## src/rtl/cpuPkg.sv

```systemverilog
`default_nettype none

package cpuPkg;

    // ***********************************************************
    // Widths
    // ***********************************************************
    typedef logic [31:0] instWord;
    typedef logic [31:0] addrWord;
    typedef logic [31:0] immWord;
    typedef logic [4:0]  regName;

    localparam int ROB_SIZE = 8;
    typedef logic [$clog2(ROB_SIZE)-1:0] robTag;

    localparam addrWord RESET_PC = 32'h0000_0000;

    // ***********************************************************
    // Major opcodes
    // ***********************************************************
    localparam logic [6:0] OP_LUI    = 7'b0110111;
    localparam logic [6:0] OP_AUIPC  = 7'b0010111;
    localparam logic [6:0] OP_JAL    = 7'b1101111;
    localparam logic [6:0] OP_JALR   = 7'b1100111;
    localparam logic [6:0] OP_BRANCH = 7'b1100011;
    localparam logic [6:0] OP_LOAD   = 7'b0000011;
    localparam logic [6:0] OP_STORE  = 7'b0100011;
    localparam logic [6:0] OP_IMM    = 7'b0010011;
    localparam logic [6:0] OP_REG    = 7'b0110011;

    // Decoded operation
    typedef enum logic [5:0] {
        LUI,
        AUIPC,
        JAL,
        JALR,
        // Branches
        BEQ, BNE, BLT, BGE, BLTU, BGEU,
        // Loads and stores
        LB,
        LH,
        LW,
        LBU,
        LHU,
        SB,
        SH,
        SW,
        // Register-immediate
        ADDI, SLTI, SLTIU, XORI, ORI, ANDI,
        SLLI,
        SRLI,
        SRAI,
        // Register-register
        ADD, SUB, SLL, SLT, SLTU,
        XOR,
        SRL,
        SRA,
        OR,
        AND,
        NOP          // Anything not recognized
    } opKind;

endpackage

`default_nettype wire

```

## src/rtl/decodeIf.sv

```systemverilog
`timescale 1ns/1ns
`default_nettype none

interface decodeIf;

    logic            valid;
    logic            ready;
    cpuPkg::opKind   op;
    cpuPkg::regName  rs1;
    cpuPkg::regName  rs2;
    cpuPkg::regName  rd;
    cpuPkg::immWord  imm;
    cpuPkg::addrWord pc;
    logic            predTaken;

    // Decoder drives the record
    modport decodeSide (
        output valid, op, rs1, rs2, rd, imm, pc, predTaken,
        input  ready
    );

    modport renameSide (
        input  valid, op, rs1, rs2, rd, imm, pc, predTaken,
        output ready
    );

endinterface

`default_nettype wire

```

## src/rtl/fetchIf.sv

```systemverilog
`timescale 1ns/1ns
`default_nettype none

interface fetchIf;

    logic            valid;
    logic            ready;
    cpuPkg::instWord inst;
    cpuPkg::addrWord pc;
    logic            predTaken;   // Static guess made at fetch

    modport fetchSide (
        output valid, inst, pc, predTaken,
        input  ready
    );

    modport decodeSide (
        input  valid, inst, pc, predTaken,
        output ready
    );

endinterface

`default_nettype wire

```

## src/rtl/frontEnd.sv

```systemverilog
`timescale 1ns/1ns
`default_nettype none

module frontEnd (
    input  wire                  clk,
    input  wire                  rst,
    // Wishbone instruction bus
    output logic                 wbCyc,
    output logic                 wbStb,
    output logic                 wbWe,
    output cpuPkg::addrWord      wbAdr,
    input  wire cpuPkg::instWord wbDatI,
    input  wire                  wbAck,
    input  wire                  redirectEn,
    input  wire cpuPkg::addrWord redirectPc,
    input  wire                  commitEn,
    // Issue record
    input  wire                  issueReady,
    output logic                 issueValid,
    output cpuPkg::opKind        issueOp,
    output cpuPkg::robTag        issueRs1Tag,
    output cpuPkg::robTag        issueRs2Tag,
    output cpuPkg::robTag        issueRdTag,
    output logic                 issueRs1Busy,
    output logic                 issueRs2Busy,
    output cpuPkg::regName       issueRd,
    output cpuPkg::immWord       issueImm,
    output cpuPkg::addrWord      issuePc,
    output logic                 issuePredTaken
);

    fetchIf  fetchBus ();
    decodeIf decodeBus ();

    instFetch i_instFetch (
        .clk, .rst, .wbCyc, .wbStb, .wbWe, .wbAdr, .wbDatI, .wbAck,
        .redirectEn, .redirectPc,
        .fetchOut (fetchBus.fetchSide)
    );

    instDecoder i_instDecoder (
        .clk, .rst, .redirectEn,
        .fetchIn   (fetchBus.decodeSide),
        .decodeOut (decodeBus.decodeSide)
    );

    renameStage i_renameStage (
        .clk, .rst, .redirectEn, .commitEn, .issueReady,
        .decodeIn (decodeBus.renameSide),
        .issueValid, .issueOp, .issueRs1Tag, .issueRs2Tag, .issueRdTag,
        .issueRs1Busy, .issueRs2Busy, .issueRd, .issueImm, .issuePc, .issuePredTaken
    );

endmodule

`default_nettype wire

```

## src/rtl/instDecoder.sv

```systemverilog
`timescale 1ns/1ns
`default_nettype none

module instDecoder (
    input  wire         clk,
    input  wire         rst,
    fetchIf.decodeSide  fetchIn,
    decodeIf.decodeSide decodeOut,
    input  wire         redirectEn
);

    cpuPkg::instWord inst;
    logic [6:0]      opcode;
    logic [2:0]      funct3;
    logic            alt;         // funct7 bit 30
    cpuPkg::immWord  immNext;
    cpuPkg::opKind   opNext;
    logic            outValid;
    logic            take;

    assign inst   = fetchIn.inst;
    assign opcode = inst[6:0];
    assign funct3 = inst[14:12];
    assign alt    = inst[30];

    assign fetchIn.ready   = !outValid || decodeOut.ready;
    assign take            = fetchIn.valid && fetchIn.ready;
    assign decodeOut.valid = outValid;

    // ***********************************************************
    // Immediate formats
    // ***********************************************************
    always_comb begin
        case (opcode)
            cpuPkg::OP_LUI,
            cpuPkg::OP_AUIPC:  immNext = {inst[31:12], 12'b0};
            cpuPkg::OP_JAL:    immNext = {{12{inst[31]}}, inst[19:12], inst[20], inst[30:21], 1'b0};
            cpuPkg::OP_BRANCH: immNext = {{20{inst[31]}}, inst[7], inst[30:25], inst[11:8], 1'b0};
            cpuPkg::OP_JALR,
            cpuPkg::OP_LOAD,
            cpuPkg::OP_IMM:    immNext = {{21{inst[31]}}, inst[30:20]};
            cpuPkg::OP_STORE:  immNext = {{21{inst[31]}}, inst[30:25], inst[11:7]};
            default:           immNext = '0;   // R-type has none
        endcase
    end

    // Operation select
    always_comb begin
        opNext = cpuPkg::NOP;
        case (opcode)
            cpuPkg::OP_LUI:   opNext = cpuPkg::LUI;
            cpuPkg::OP_AUIPC: opNext = cpuPkg::AUIPC;
            cpuPkg::OP_JAL:   opNext = cpuPkg::JAL;
            cpuPkg::OP_JALR:  opNext = cpuPkg::JALR;
            cpuPkg::OP_BRANCH: begin
                case (funct3)
                    3'b000:  opNext = cpuPkg::BEQ;
                    3'b001:  opNext = cpuPkg::BNE;
                    3'b100:  opNext = cpuPkg::BLT;
                    3'b101:  opNext = cpuPkg::BGE;
                    3'b110:  opNext = cpuPkg::BLTU;
                    3'b111:  opNext = cpuPkg::BGEU;
                    default: opNext = cpuPkg::NOP;
                endcase
            end
            cpuPkg::OP_LOAD: begin
                case (funct3)
                    3'b000:  opNext = cpuPkg::LB;
                    3'b001:  opNext = cpuPkg::LH;
                    3'b010:  opNext = cpuPkg::LW;
                    3'b100:  opNext = cpuPkg::LBU;
                    3'b101:  opNext = cpuPkg::LHU;
                    default: opNext = cpuPkg::NOP;
                endcase
            end
            cpuPkg::OP_STORE: begin
                case (funct3)
                    3'b000:  opNext = cpuPkg::SB;
                    3'b001:  opNext = cpuPkg::SH;
                    3'b010:  opNext = cpuPkg::SW;
                    default: opNext = cpuPkg::NOP;
                endcase
            end
            cpuPkg::OP_IMM: begin
                case (funct3)
                    3'b000: opNext = cpuPkg::ADDI;
                    3'b010: opNext = cpuPkg::SLTI;
                    3'b011: opNext = cpuPkg::SLTIU;
                    3'b100: opNext = cpuPkg::XORI;
                    3'b110: opNext = cpuPkg::ORI;
                    3'b111: opNext = cpuPkg::ANDI;
                    3'b001: opNext = alt ? cpuPkg::NOP : cpuPkg::SLLI;
                    3'b101: opNext = alt ? cpuPkg::SRAI : cpuPkg::SRLI;
                    default: opNext = cpuPkg::NOP;
                endcase
            end
            cpuPkg::OP_REG: begin
                case ({alt, funct3})
                    4'b0000: opNext = cpuPkg::ADD;
                    4'b1000: opNext = cpuPkg::SUB;
                    4'b0001: opNext = cpuPkg::SLL;
                    4'b0010: opNext = cpuPkg::SLT;
                    4'b0011: opNext = cpuPkg::SLTU;
                    4'b0100: opNext = cpuPkg::XOR;
                    4'b0101: opNext = cpuPkg::SRL;
                    4'b1101: opNext = cpuPkg::SRA;
                    4'b0110: opNext = cpuPkg::OR;
                    4'b0111: opNext = cpuPkg::AND;
                    default: opNext = cpuPkg::NOP;
                endcase
            end
            default: opNext = cpuPkg::NOP;
        endcase
    end

    always_ff @(posedge clk) begin
        if (rst || redirectEn) begin
            outValid <= 1'b0;
        end else if (take) begin
            outValid <= 1'b1;
        end else if (decodeOut.ready) begin
            outValid <= 1'b0;
        end
    end

    always_ff @(posedge clk) begin
        if (take) begin
            decodeOut.op        <= opNext;
            decodeOut.rs1       <= inst[19:15];
            decodeOut.rs2       <= inst[24:20];
            decodeOut.rd        <= inst[11:7];
            decodeOut.imm       <= (opNext == cpuPkg::NOP) ? '0 : immNext;
            decodeOut.pc        <= fetchIn.pc;
            decodeOut.predTaken <= fetchIn.predTaken;
        end
    end

endmodule

`default_nettype wire

```

## src/rtl/instFetch.sv

```systemverilog
`timescale 1ns/1ns
`default_nettype none

module instFetch (
    input  wire                  clk,
    input  wire                  rst,
    output logic                 wbCyc,
    output logic                 wbStb,
    output logic                 wbWe,
    output cpuPkg::addrWord      wbAdr,
    input  wire cpuPkg::instWord wbDatI,
    input  wire                  wbAck,
    input  wire                  redirectEn,
    input  wire cpuPkg::addrWord redirectPc,
    fetchIf.fetchSide            fetchOut
);

    typedef enum logic [1:0] {idle, busReq, drain} fetchState;

    fetchState       state;
    fetchState       stateNext;
    cpuPkg::addrWord pc;          // Next fetch address
    cpuPkg::addrWord busAdr;      // Held for the whole bus cycle
    logic            discard;     // Word in flight is from the old path
    logic            canStart;
    logic            keepWord;
    logic            outValid;
    logic [6:0]      opcode;
    cpuPkg::immWord  jOff;
    cpuPkg::immWord  bOff;
    logic            predTake;
    cpuPkg::addrWord predPc;

    assign wbCyc = (state == busReq);
    assign wbStb = (state == busReq);
    assign wbWe  = 1'b0;
    assign wbAdr = busAdr;

    assign fetchOut.valid = outValid;
    assign canStart = (!outValid || fetchOut.ready) && !redirectEn;
    assign keepWord = (state == busReq) && wbAck && !discard && !redirectEn;

    // ***********************************************************
    // Static prediction on the returning word
    // ***********************************************************
    assign opcode = wbDatI[6:0];
    assign jOff = {{12{wbDatI[31]}}, wbDatI[19:12], wbDatI[20], wbDatI[30:21], 1'b0};
    assign bOff = {{20{wbDatI[31]}}, wbDatI[7], wbDatI[30:25], wbDatI[11:8], 1'b0};

    always_comb begin
        predTake = 1'b0;
        predPc   = busAdr + 32'd4;
        if (opcode == cpuPkg::OP_JAL) begin
            predTake = 1'b1;
            predPc   = busAdr + jOff;
        end else if (opcode == cpuPkg::OP_BRANCH && wbDatI[31]) begin
            predTake = 1'b1;                 // Backward branch
            predPc   = busAdr + bOff;
        end
    end

    always_comb begin
        stateNext = state;
        case (state)
            idle:    if (canStart) stateNext = busReq;
            busReq:  if (wbAck) stateNext = drain;
            drain:   stateNext = canStart ? busReq : idle;
            default: stateNext = idle;
        endcase
    end

    always_ff @(posedge clk) begin
        if (rst) begin
            state    <= idle;
            pc       <= cpuPkg::RESET_PC;
            discard  <= 1'b0;
            outValid <= 1'b0;
        end else begin
            state   <= stateNext;
            discard <= (state == busReq && !wbAck) ? (discard || redirectEn) : 1'b0;
            if (redirectEn) begin
                pc <= redirectPc;
            end else if (keepWord) begin
                pc <= predPc;
            end
            if (redirectEn) begin
                outValid <= 1'b0;
            end else if (keepWord) begin
                outValid <= 1'b1;
            end else if (fetchOut.ready) begin
                outValid <= 1'b0;
            end
        end
    end

    always_ff @(posedge clk) begin
        if (state != busReq && stateNext == busReq) begin
            busAdr <= pc;
        end
        if (keepWord) begin
            fetchOut.inst      <= wbDatI;
            fetchOut.pc        <= busAdr;
            fetchOut.predTaken <= predTake;
        end
    end

    // Wishbone classic master rules
    assert property (@(posedge clk) disable iff (rst) wbStb |-> wbCyc);
    assert property (@(posedge clk) disable iff (rst) !wbWe);
    assert property (@(posedge clk) disable iff (rst) wbStb && wbAck |=> !wbStb);

endmodule

`default_nettype wire

```

## src/rtl/renameStage.sv

```systemverilog
`timescale 1ns/1ns
`default_nettype none

module renameStage (
    input  wire                   clk,
    input  wire                   rst,
    decodeIf.renameSide           decodeIn,
    input  wire                   redirectEn,
    input  wire                   commitEn,
    input  wire                   issueReady,
    output logic                  issueValid,
    output cpuPkg::opKind         issueOp,
    output cpuPkg::robTag         issueRs1Tag,
    output cpuPkg::robTag         issueRs2Tag,
    output cpuPkg::robTag         issueRdTag,
    output logic                  issueRs1Busy,
    output logic                  issueRs2Busy,
    output cpuPkg::regName        issueRd,
    output cpuPkg::immWord        issueImm,
    output cpuPkg::addrWord       issuePc,
    output logic                  issuePredTaken
);

    logic [31:0]                         regBusy;
    cpuPkg::robTag                       regTag [32];
    cpuPkg::regName                      tagRd [cpuPkg::ROB_SIZE];   // rd of each live tag
    cpuPkg::robTag                       head;                       // Oldest live tag
    cpuPkg::robTag                       tail;                       // Next tag to hand out
    logic [$clog2(cpuPkg::ROB_SIZE):0]   liveCount;
    cpuPkg::regName                      commitRd;
    logic                                accept;
    logic                                rs1Busy;
    logic                                rs2Busy;

    assign decodeIn.ready = (!issueValid || issueReady) && (liveCount != cpuPkg::ROB_SIZE);
    assign accept   = decodeIn.valid && decodeIn.ready && !redirectEn;
    assign commitRd = tagRd[head];

    // A mapping retired at this same edge is no longer busy
    assign rs1Busy = regBusy[decodeIn.rs1] && !(commitEn && regTag[decodeIn.rs1] == head);
    assign rs2Busy = regBusy[decodeIn.rs2] && !(commitEn && regTag[decodeIn.rs2] == head);

    // ***********************************************************
    // Alias table and tag queue control
    // ***********************************************************
    always_ff @(posedge clk) begin
        if (rst || redirectEn) begin
            regBusy    <= '0;
            head       <= '0;
            tail       <= '0;
            liveCount  <= '0;
            issueValid <= 1'b0;
        end else begin
            if (commitEn) begin
                head <= head + 1'b1;
                if (regTag[commitRd] == head) regBusy[commitRd] <= 1'b0;
            end
            if (accept) begin
                tail <= tail + 1'b1;
                if (decodeIn.rd != '0) regBusy[decodeIn.rd] <= 1'b1;   // x0 stays free
            end
            if (accept && !commitEn) begin
                liveCount <= liveCount + 1'b1;
            end else if (!accept && commitEn) begin
                liveCount <= liveCount - 1'b1;
            end
            if (accept) begin
                issueValid <= 1'b1;
            end else if (issueReady) begin
                issueValid <= 1'b0;
            end
        end
    end

    always_ff @(posedge clk) begin
        if (accept) begin
            tagRd[tail] <= decodeIn.rd;
            if (decodeIn.rd != '0) regTag[decodeIn.rd] <= tail;
            issueOp        <= decodeIn.op;
            issueRs1Busy   <= rs1Busy;
            issueRs2Busy   <= rs2Busy;
            issueRs1Tag    <= rs1Busy ? regTag[decodeIn.rs1] : '0;
            issueRs2Tag    <= rs2Busy ? regTag[decodeIn.rs2] : '0;
            issueRdTag     <= tail;
            issueRd        <= decodeIn.rd;
            issueImm       <= decodeIn.imm;
            issuePc        <= decodeIn.pc;
            issuePredTaken <= decodeIn.predTaken;
        end
    end

    assert property (@(posedge clk) disable iff (rst) commitEn |-> liveCount != '0);
    assert property (@(posedge clk) disable iff (rst)
        issueValid && !issueReady && !redirectEn |=> issueValid && $stable({issueOp,
            issueRs1Tag, issueRs2Tag, issueRdTag, issueRd, issueImm, issuePc}));

endmodule

`default_nettype wire

```

## config.mk

```make
export PLATFORM = sky130hd
export DESIGN_NAME = frontEnd
export DESIGN_NICKNAME = d
export VERILOG_FILES = /design/src/rtl/cpuPkg.sv /design/src/rtl/decodeIf.sv /design/src/rtl/fetchIf.sv /design/src/rtl/frontEnd.sv /design/src/rtl/instDecoder.sv /design/src/rtl/instFetch.sv /design/src/rtl/renameStage.sv
export SDC_FILE = /design/constraint.sdc
export NUM_CORES = 1
export LEC_CHECK = 0
export ABC_AREA = 0
export BUFFER_PORTS_ARGS = -buffer_cell sky130_fd_sc_hd__buf_2
export CAP_MARGIN = 20
export CORE_ASPECT_RATIO = 0.75
export CORE_UTILIZATION = 57
export CTS_BUF_LIST = sky130_fd_sc_hd__clkbuf_8
export CTS_CLUSTER_DIAMETER = 30
export DETAILED_ROUTE_END_ITERATION = 12
export PLACE_DENSITY = 0.79
export SYNTH_ARGS = -nofsm -noshare
export SYNTH_HDL_FRONTEND = slang
export SYNTH_SLANG_ARGS = --single-unit
```

## constraint.sdc

```tcl
create_clock -name clk -period 6.72 [get_ports clk]
set_input_delay 0.336 -clock clk [delete_from_list [all_inputs] [get_ports clk]]
set_output_delay 0.336 -clock clk [all_outputs]
set_load 0.05 [all_outputs]
```

After elaboration in Yosys (flattened, before gate mapping)
Memories as Yosys holds them, arrays and structs flattened. A register that Yosys moved wholly into a read port is not among the register bits.
Cells that the tools add are included.

storage, ports and cells
  memories = 3
  register bits after elaboration = 350
  memory bits (read-only) = 96
  bits of input ports = 70
  bits in writable memories = 136
  logic and storage cells = 172
  output and inout bits = 123

operators by class
  $add $sub $neg = 7
  magnitude comparators = 6
  eq/ne operators = 27
  reduce and logical (&&, ||, !) cells = 46
  bitwise gates (word level) = 4
  mux-type cells = 48

memory list
  name                  depth  width  rd ports  clocked after memory_dff  write ports  RTL line           source
  (name not given)      16     6      1         1                         0            instDecoder.sv:98  case ({alt, funct3})
  i_renameStage.regTag  32     3      3         2                         1            renameStage.sv:25  cpuPkg::robTag regTag [32];
  i_renameStage.tagRd   8      5      1         1                         1            renameStage.sv:26  cpuPkg::regName tagRd [cpuPkg::ROB_SIZE];

operators with widths
  cell                                                                                  number
  32-bit 2-to-1 mux                                                                     9
  32-bit one-hot mux with 5 select lines                                                1
  32-bit adder                                                                          2
  6-bit one-hot mux with 9 select lines                                                 1
  6-bit one-hot mux with 8 select lines                                                 1
  6-bit one-hot mux with 6 select lines                                                 1
  7-bit == test (second input constant)                                                 5
  32-bit by 3-bit adder with 32-bit output (second input constant)                      1
  32-bit AND                                                                            1
  32-bit NOT                                                                            1
  32-bit bitwise OR                                                                     1
  6-bit one-hot mux with 5 select lines                                                 1
  5-bit by 6-bit less-than comparator with 1-bit output (second input constant)         4
  7-bit by 6-bit == test with 1-bit output (second input constant)                      3
  1-bit logical AND                                                                     19
  6-bit one-hot mux with 3 select lines                                                 1
  1-bit 2-to-1 mux                                                                      17
  7-bit by 5-bit == test with 1-bit output (second input constant)                      2
  3-bit == test (second input constant)                                                 4
  4-bit 2-to-1 mux                                                                      3
  1-bit binary-select mux with 5-bit select                                             2
  1-bit demux with 5-bit select                                                         2
  5-bit by 1-bit greater-or-equal comparator with 1-bit output (second input constant)  2
  1-bit zero test                                                                       10
  other kinds (25)                                                                      44

Depth between registers and ports, before layout
  word-level depth = 12
  depth in mapped cells = 15
  gate-level depth less buffers = 14

Hierarchy
A second synthesis with hierarchy kept.

unflattened totals
  cells, all modules = 1,965
  area total of the unflattened synthesis = 24,791.3 um^2

by module, submodules not included
  module       cells each  sequential area each (um^2)  instances  area each (um^2)
  renameStage  782         7,617.3                      1          12,360.6
  instFetch    883         3,633.5                      1          8,404.3
  instDecoder  300         2,602.5                      1          4,026.4

Worst setup path before layout
OpenSTA, ideal clock, no wires.

  path kind = register -> register
  start point = register i_renameStage.issueValid
  end point = register i_renameStage.liveCount[3] (netlist name)
  library setup time = 0.070 ns
  clock period less this slack = 6.737 ns
  stages on the path, launching flop included = 13
  data required time = 6.650 ns
  arrival time = 6.668 ns
  buffers on the path = 0
  setup slack = -0.017 ns
  cells stage by stage = dfxtp_1 -> nand2b_1 -> o41a_1 -> nand2_1 -> nor2_1 -> ha_1 -> inv_1 -> ha_1 -> a21o_1 -> a21oi_1 -> xnor2_1 -> or3_1 -> a21oi_1

between the ends
  longest elaborated chain between the ends = 8
  elaborated cells on any way between the ends = 10
  those cells by class = 1 x mux; 9 x reduce/logical

RTL lines
  element                              RTL line           source
  start: declaration                   renameStage.sv:11  output logic issueValid,
  start signal: assignment             renameStage.sv:52  issueValid <= 1'b0;
  start signal: assignment             renameStage.sv:68  issueValid <= 1'b1;
  start signal: assignment             renameStage.sv:70  issueValid <= 1'b0;
  1-bit zero test (*)                  renameStage.sv:35  assign decodeIn.ready = (!issueValid || issueReady) && (liveCount != cpuPkg::ROB_SIZE);
  1-bit logical OR (*)                 renameStage.sv:35
  1-bit logical AND (*)                renameStage.sv:35
  1-bit logical AND (*) (2 in a row)   renameStage.sv:36  assign accept = decodeIn.valid && decodeIn.ready && !redirectEn;
  net i_renameStage.accept             renameStage.sv:31  logic accept;
  1-bit zero test                      renameStage.sv:64  end else if (!accept && commitEn) begin
  1-bit logical AND                    renameStage.sv:64
  2-bit nonzero test (no source line)  -
  end signal: assignment               renameStage.sv:63  liveCount <= liveCount + 1'b1;
  end signal: assignment               renameStage.sv:65  liveCount <= liveCount - 1'b1;
  end: declaration                     renameStage.sv:29  logic [$clog2(cpuPkg::ROB_SIZE):0] liveCount;

Mark *: on every way through the listed nets, which the timed path passes. The rest lies on a longest branch.
A chain may end at the register's enable or synchronous reset.

==> run summary <==
======================================================================================
Switching share of power ................................................        25.7%
Antenna-violating nets left .............................................            0
Worst hold start ........................................................ redirectPc[23]
Initial standard-cell utilization of the core ...........................        58.4%
Path type of the worst setup path .......................................      reg2reg
Post-DP Area ............................................................  0.0263 mm^2
DIE WIDTH ...............................................................       243 um
Final min period ........................................................      4.76 ns
Library cells used by synthesis .........................................           86
Via count of the first global-routing pass ..............................        18200
Number of endpoints with negative hold slack in the final report ........            0
Yosys warning total .....................................................            0
CP Max Fanout ...........................................................           37
Skew-Pair Late Insertion Delay ..........................................      0.69 ns
Number of rows in the core area .........................................           65
Cell-by-cell trace of the critical path ................................. nand2b_1 > o22ai_2 > nor2_4 > mux4_1 > nor3_1 > or4_4 > o31ai_2 > nand4b_1 > or4b_4 > nor2_4 > a31oi_1
Final HPWL from detailed placement ......................................     52200 um
Global Route Usage Sum ..................................................        33.8%
Layout Utilization ......................................................        67.6%
Required time at the endpoint of the critical path ......................      7.27 ns
Area occupied by multi-input gates ......................................  0.0100 mm^2
Core box area ...........................................................  0.0425 mm^2
Max-slew headroom .......................................................        23.7%
Clock root cell .........................................................     clkbuf_8
Critical Path Source Type ...............................................     register
Max-slew violation count ................................................            0
RSZ-0062 raised after global routing ....................................           no
Floorplan die height ....................................................       183 um
Final Skew ..............................................................    0.0436 ns
Routed metal-1 wirelength ...............................................     31400 um
Amount of wire on met3 after detailed routing ...........................      9420 um
Result of the run ....................................................... finished, final reports clean
Maximum achievable frequency ............................................    0.210 GHz
Count of fill cells added during filler insertion .......................         3057
Count of max-cap constraint violations ..................................            0
Most instantiated flip-flop cell in the synthesis netlist ...............     edfxtp_1
Highest routing layer actually used .....................................         met5
Share of the synthesized area in the top cell type ......................        49.1%
Crit path top cell by count .............................................       nor2_4
Cell area power density .................................................  244 mW/mm^2
Most frequent cell after synthesis ......................................     edfxtp_1
Area of the die .........................................................  0.0444 mm^2
Worst hold path class ...................................................       in2reg
TritonCTS clock tree ....................................................          yes
PnR Total Power .........................................................    0.00699 W
Number of detailed-routing iterations run before antenna repair .........            7
Total of buffers placed on input and output ports .......................          191
Via density per instance ................................................         6.55
Async set or reset register ratio after synthesis .......................           0%
Clock-pin slew on the worst setup and hold paths ........................      0.06 ns
Dominant cells by area after synthesis .................................. edfxtp_1 (49%), mux4_2 (8.2%), dfxtp_1 (7.9%)
Total CTS buffers .......................................................           89
H-Tree Level Count ......................................................            3
Clock group share of total power ........................................        41.5%
Worst path top cell family by delay ..................................... simple AND/OR/NAND/NOR gates
Clk sink count ..........................................................          504
Maximum number of pins on one net before global-route repair ............           72
Final count of negative-setup-slack endpoints ...........................            0
Post-route clock period utilization .....................................        70.9%
Seq/Total Area, Yosys ...................................................        57.0%
Post-Synthesis Cell Area ................................................  0.0248 mm^2
Switching power summed over all nets ....................................    0.00180 W
Cell taking the most area after synthesis ...............................     edfxtp_1
Buffers inserted by post-CTS timing repair ..............................            0
Max VDD drop ............................................................   0.000226 V
Synth cell count leaders ................................................ edfxtp_1 (406), nand2_1 (190), nor2_1 (169), a21oi_1 (113), o21ai_0 (104)
Synthesized netlist cell count ..........................................         2013
Setup Total Neg Slack ...................................................         0 ns
Fraction of final layout cells sized beyond drive strength 1 ............        21.7%
Initial DRC count .......................................................         2521
Global-route wire length before repair ..................................    112000 um
Buffers plus inverters on the worst setup path ..........................            0
Arr. time, crit path ....................................................      5.31 ns
Worst-Margin Slew .......................................................      1.14 ns
Syn-to-layout area delta ................................................        15.6%
Seq cells post-synth ....................................................          504
Largest incremental delay on the critical path ..........................      0.93 ns
Antenna violations before repair ........................................            2
Internal ................................................................    0.00520 W
Leak ....................................................................      10.7 nW
Gate power share ........................................................         9.0%
Number of primary I/O pins ..............................................          193
Area of all placed cells without fillers ................................  0.0287 mm^2
Library cell contributing the largest single delay on the critical path .       nor2_4
Synthesized area per cell ...............................................    12.3 um^2
Cells resized by post-CTS repair ........................................            0
Post-detailed-route wirelength per cell .................................      25.5 um
Drt total wl ............................................................     74700 um
Sequential Power Share ..................................................        49.5%
Routability-driven placement congestion ratio ...........................        0.999
Sequential standard cell area ...........................................  0.0142 mm^2
DRC violations left .....................................................            0
Routed via count ........................................................        19200
NumNets Final ...........................................................         2412
Clock tree buffer depth .................................................            3
Number of synthesized flops with an enable pin ..........................          406
Setup crit end kind .....................................................     register
Routed length on met2 ...................................................     31900 um
Remaining Overflow, GRT .................................................            0
======================================================================================
kinds of logic (layout without fill, tap and decap cells):
family	after synthesis	in the layout	synth area share (%)
multiplexers	162	162	11.3
AND/OR/NAND/NOR	603	603	11.6
XOR/XNOR	69	69	2.44
other	1	6	0.0151
flip-flops	504	504	57.0
AO/OA/AOI/OAI	458	458	12.0
adder cells (fa/ha/maj)	57	57	2.96
buffers and inverters	159	503	2.69
flip-flops by register name (all words and copies together) (netlist names), 3 cells and up, named ones only:
name,cells
i_renameStage.issueRdTag,3
i_renameStage.regTag,96
i_instFetch.fetchOut.pc,32
i_renameStage.issueRs1Tag,3
i_renameStage.issueImm,32
i_renameStage.head,3
i_renameStage.regBusy,32
i_renameStage.tail,3
i_instFetch.pc,32
i_renameStage.issueOp,6
i_instDecoder.decodeOut.pc,32
i_renameStage.issueRd,5
i_instFetch.fetchOut.inst,32
i_instFetch.wbAdr,32
i_instDecoder.decodeOut.op,6
i_instDecoder.decodeOut.imm,32
i_instDecoder.decodeOut.rd,5
i_renameStage.tagRd,40
i_instDecoder.decodeOut.rs2,5
i_instDecoder.decodeOut.rs1,5
i_renameStage.liveCount,4
i_renameStage.issuePc,32
i_renameStage.issueRs2Tag,3
layer usage:
metal	global-route usage (%)	up-vias
met3	8.87	215
li1	-	8288
met4	10.9	2
met1	50.6	9307
met5	0	-
met2	48.0	1383
area by class of cell:
cell class	count	area share, %
flip-flops and latches	504	49.3
multi-input cells	1353	34.9
repair buffers	274	5.97
clock buffers	98	4.70
well taps	569	2.48
clock inverters	68	1.72
inverters	63	0.833
diodes	2	0.0174
placed cells by master (no fill, tap or decap), types with 54 or more instances in the layout:
cell type        n
a21oi_1        113
clkbuf_8        98
nand2_1        190
inv_1           78
dlygate4sd3_1   54
o21ai_0        104
nor2_1         168
mux4_2          90
dfxtp_1         97
nand3_1         60
buf_2          192
ha_1            54
edfxtp_1       406
tightest hold or removal path: cells and delay by family:
kind / cells / cell delay [ns]
buffers and inverters: 1 / 0.09
and+or+nand+nor: 1 / 0.08
AOI/OAI and AO/OA: 3 / 0.17
path summary, 6_finish.rpt:
check,end,slack (ns),cells past startpoint
worst min register to register,i_instDecoder.decodeOut.pc[12]$_DFFE_PP_,0.41,0
worst max-delay path,i_renameStage.regBusy[18]$_SDFF_PP0_,1.96,11
worst max register to register,i_renameStage.regBusy[18]$_SDFF_PP0_,1.96,11
worst min-delay path,i_instFetch.pc[23]$_SDFFE_PP0P_,0.04,5
metrics by stage:
stage	instances	worst slack [ns]	hold slack, ns
6_report	2931	1.96	0.0393
5_1_grt	2929	1.63	0.0426
4_1_cts	2928	1.99	0.00370
3_5_place_dp	2708	1.99	0.405
3_3_place_gp	2708	2.06	0.401
2_1_floorplan	2016	1.65	0.400
power by group through the flow:
stage          clock, W  combinational (W)  sequential, W
3_5_place_dp          0           0.000579        0.00352
6_report        0.00290           0.000632        0.00346
4_1_cts         0.00292           0.000611        0.00346
5_1_grt         0.00307           0.000675        0.00346
2_1_floorplan         0           0.000376        0.00354
3_3_place_gp          0           0.000568        0.00352
timing repair:
action                     CTS  global route
hold buffers                54             0
setup endpoints to repair    0             0
hold endpoints to repair    55             0
(Power assumes the default switching activity.)
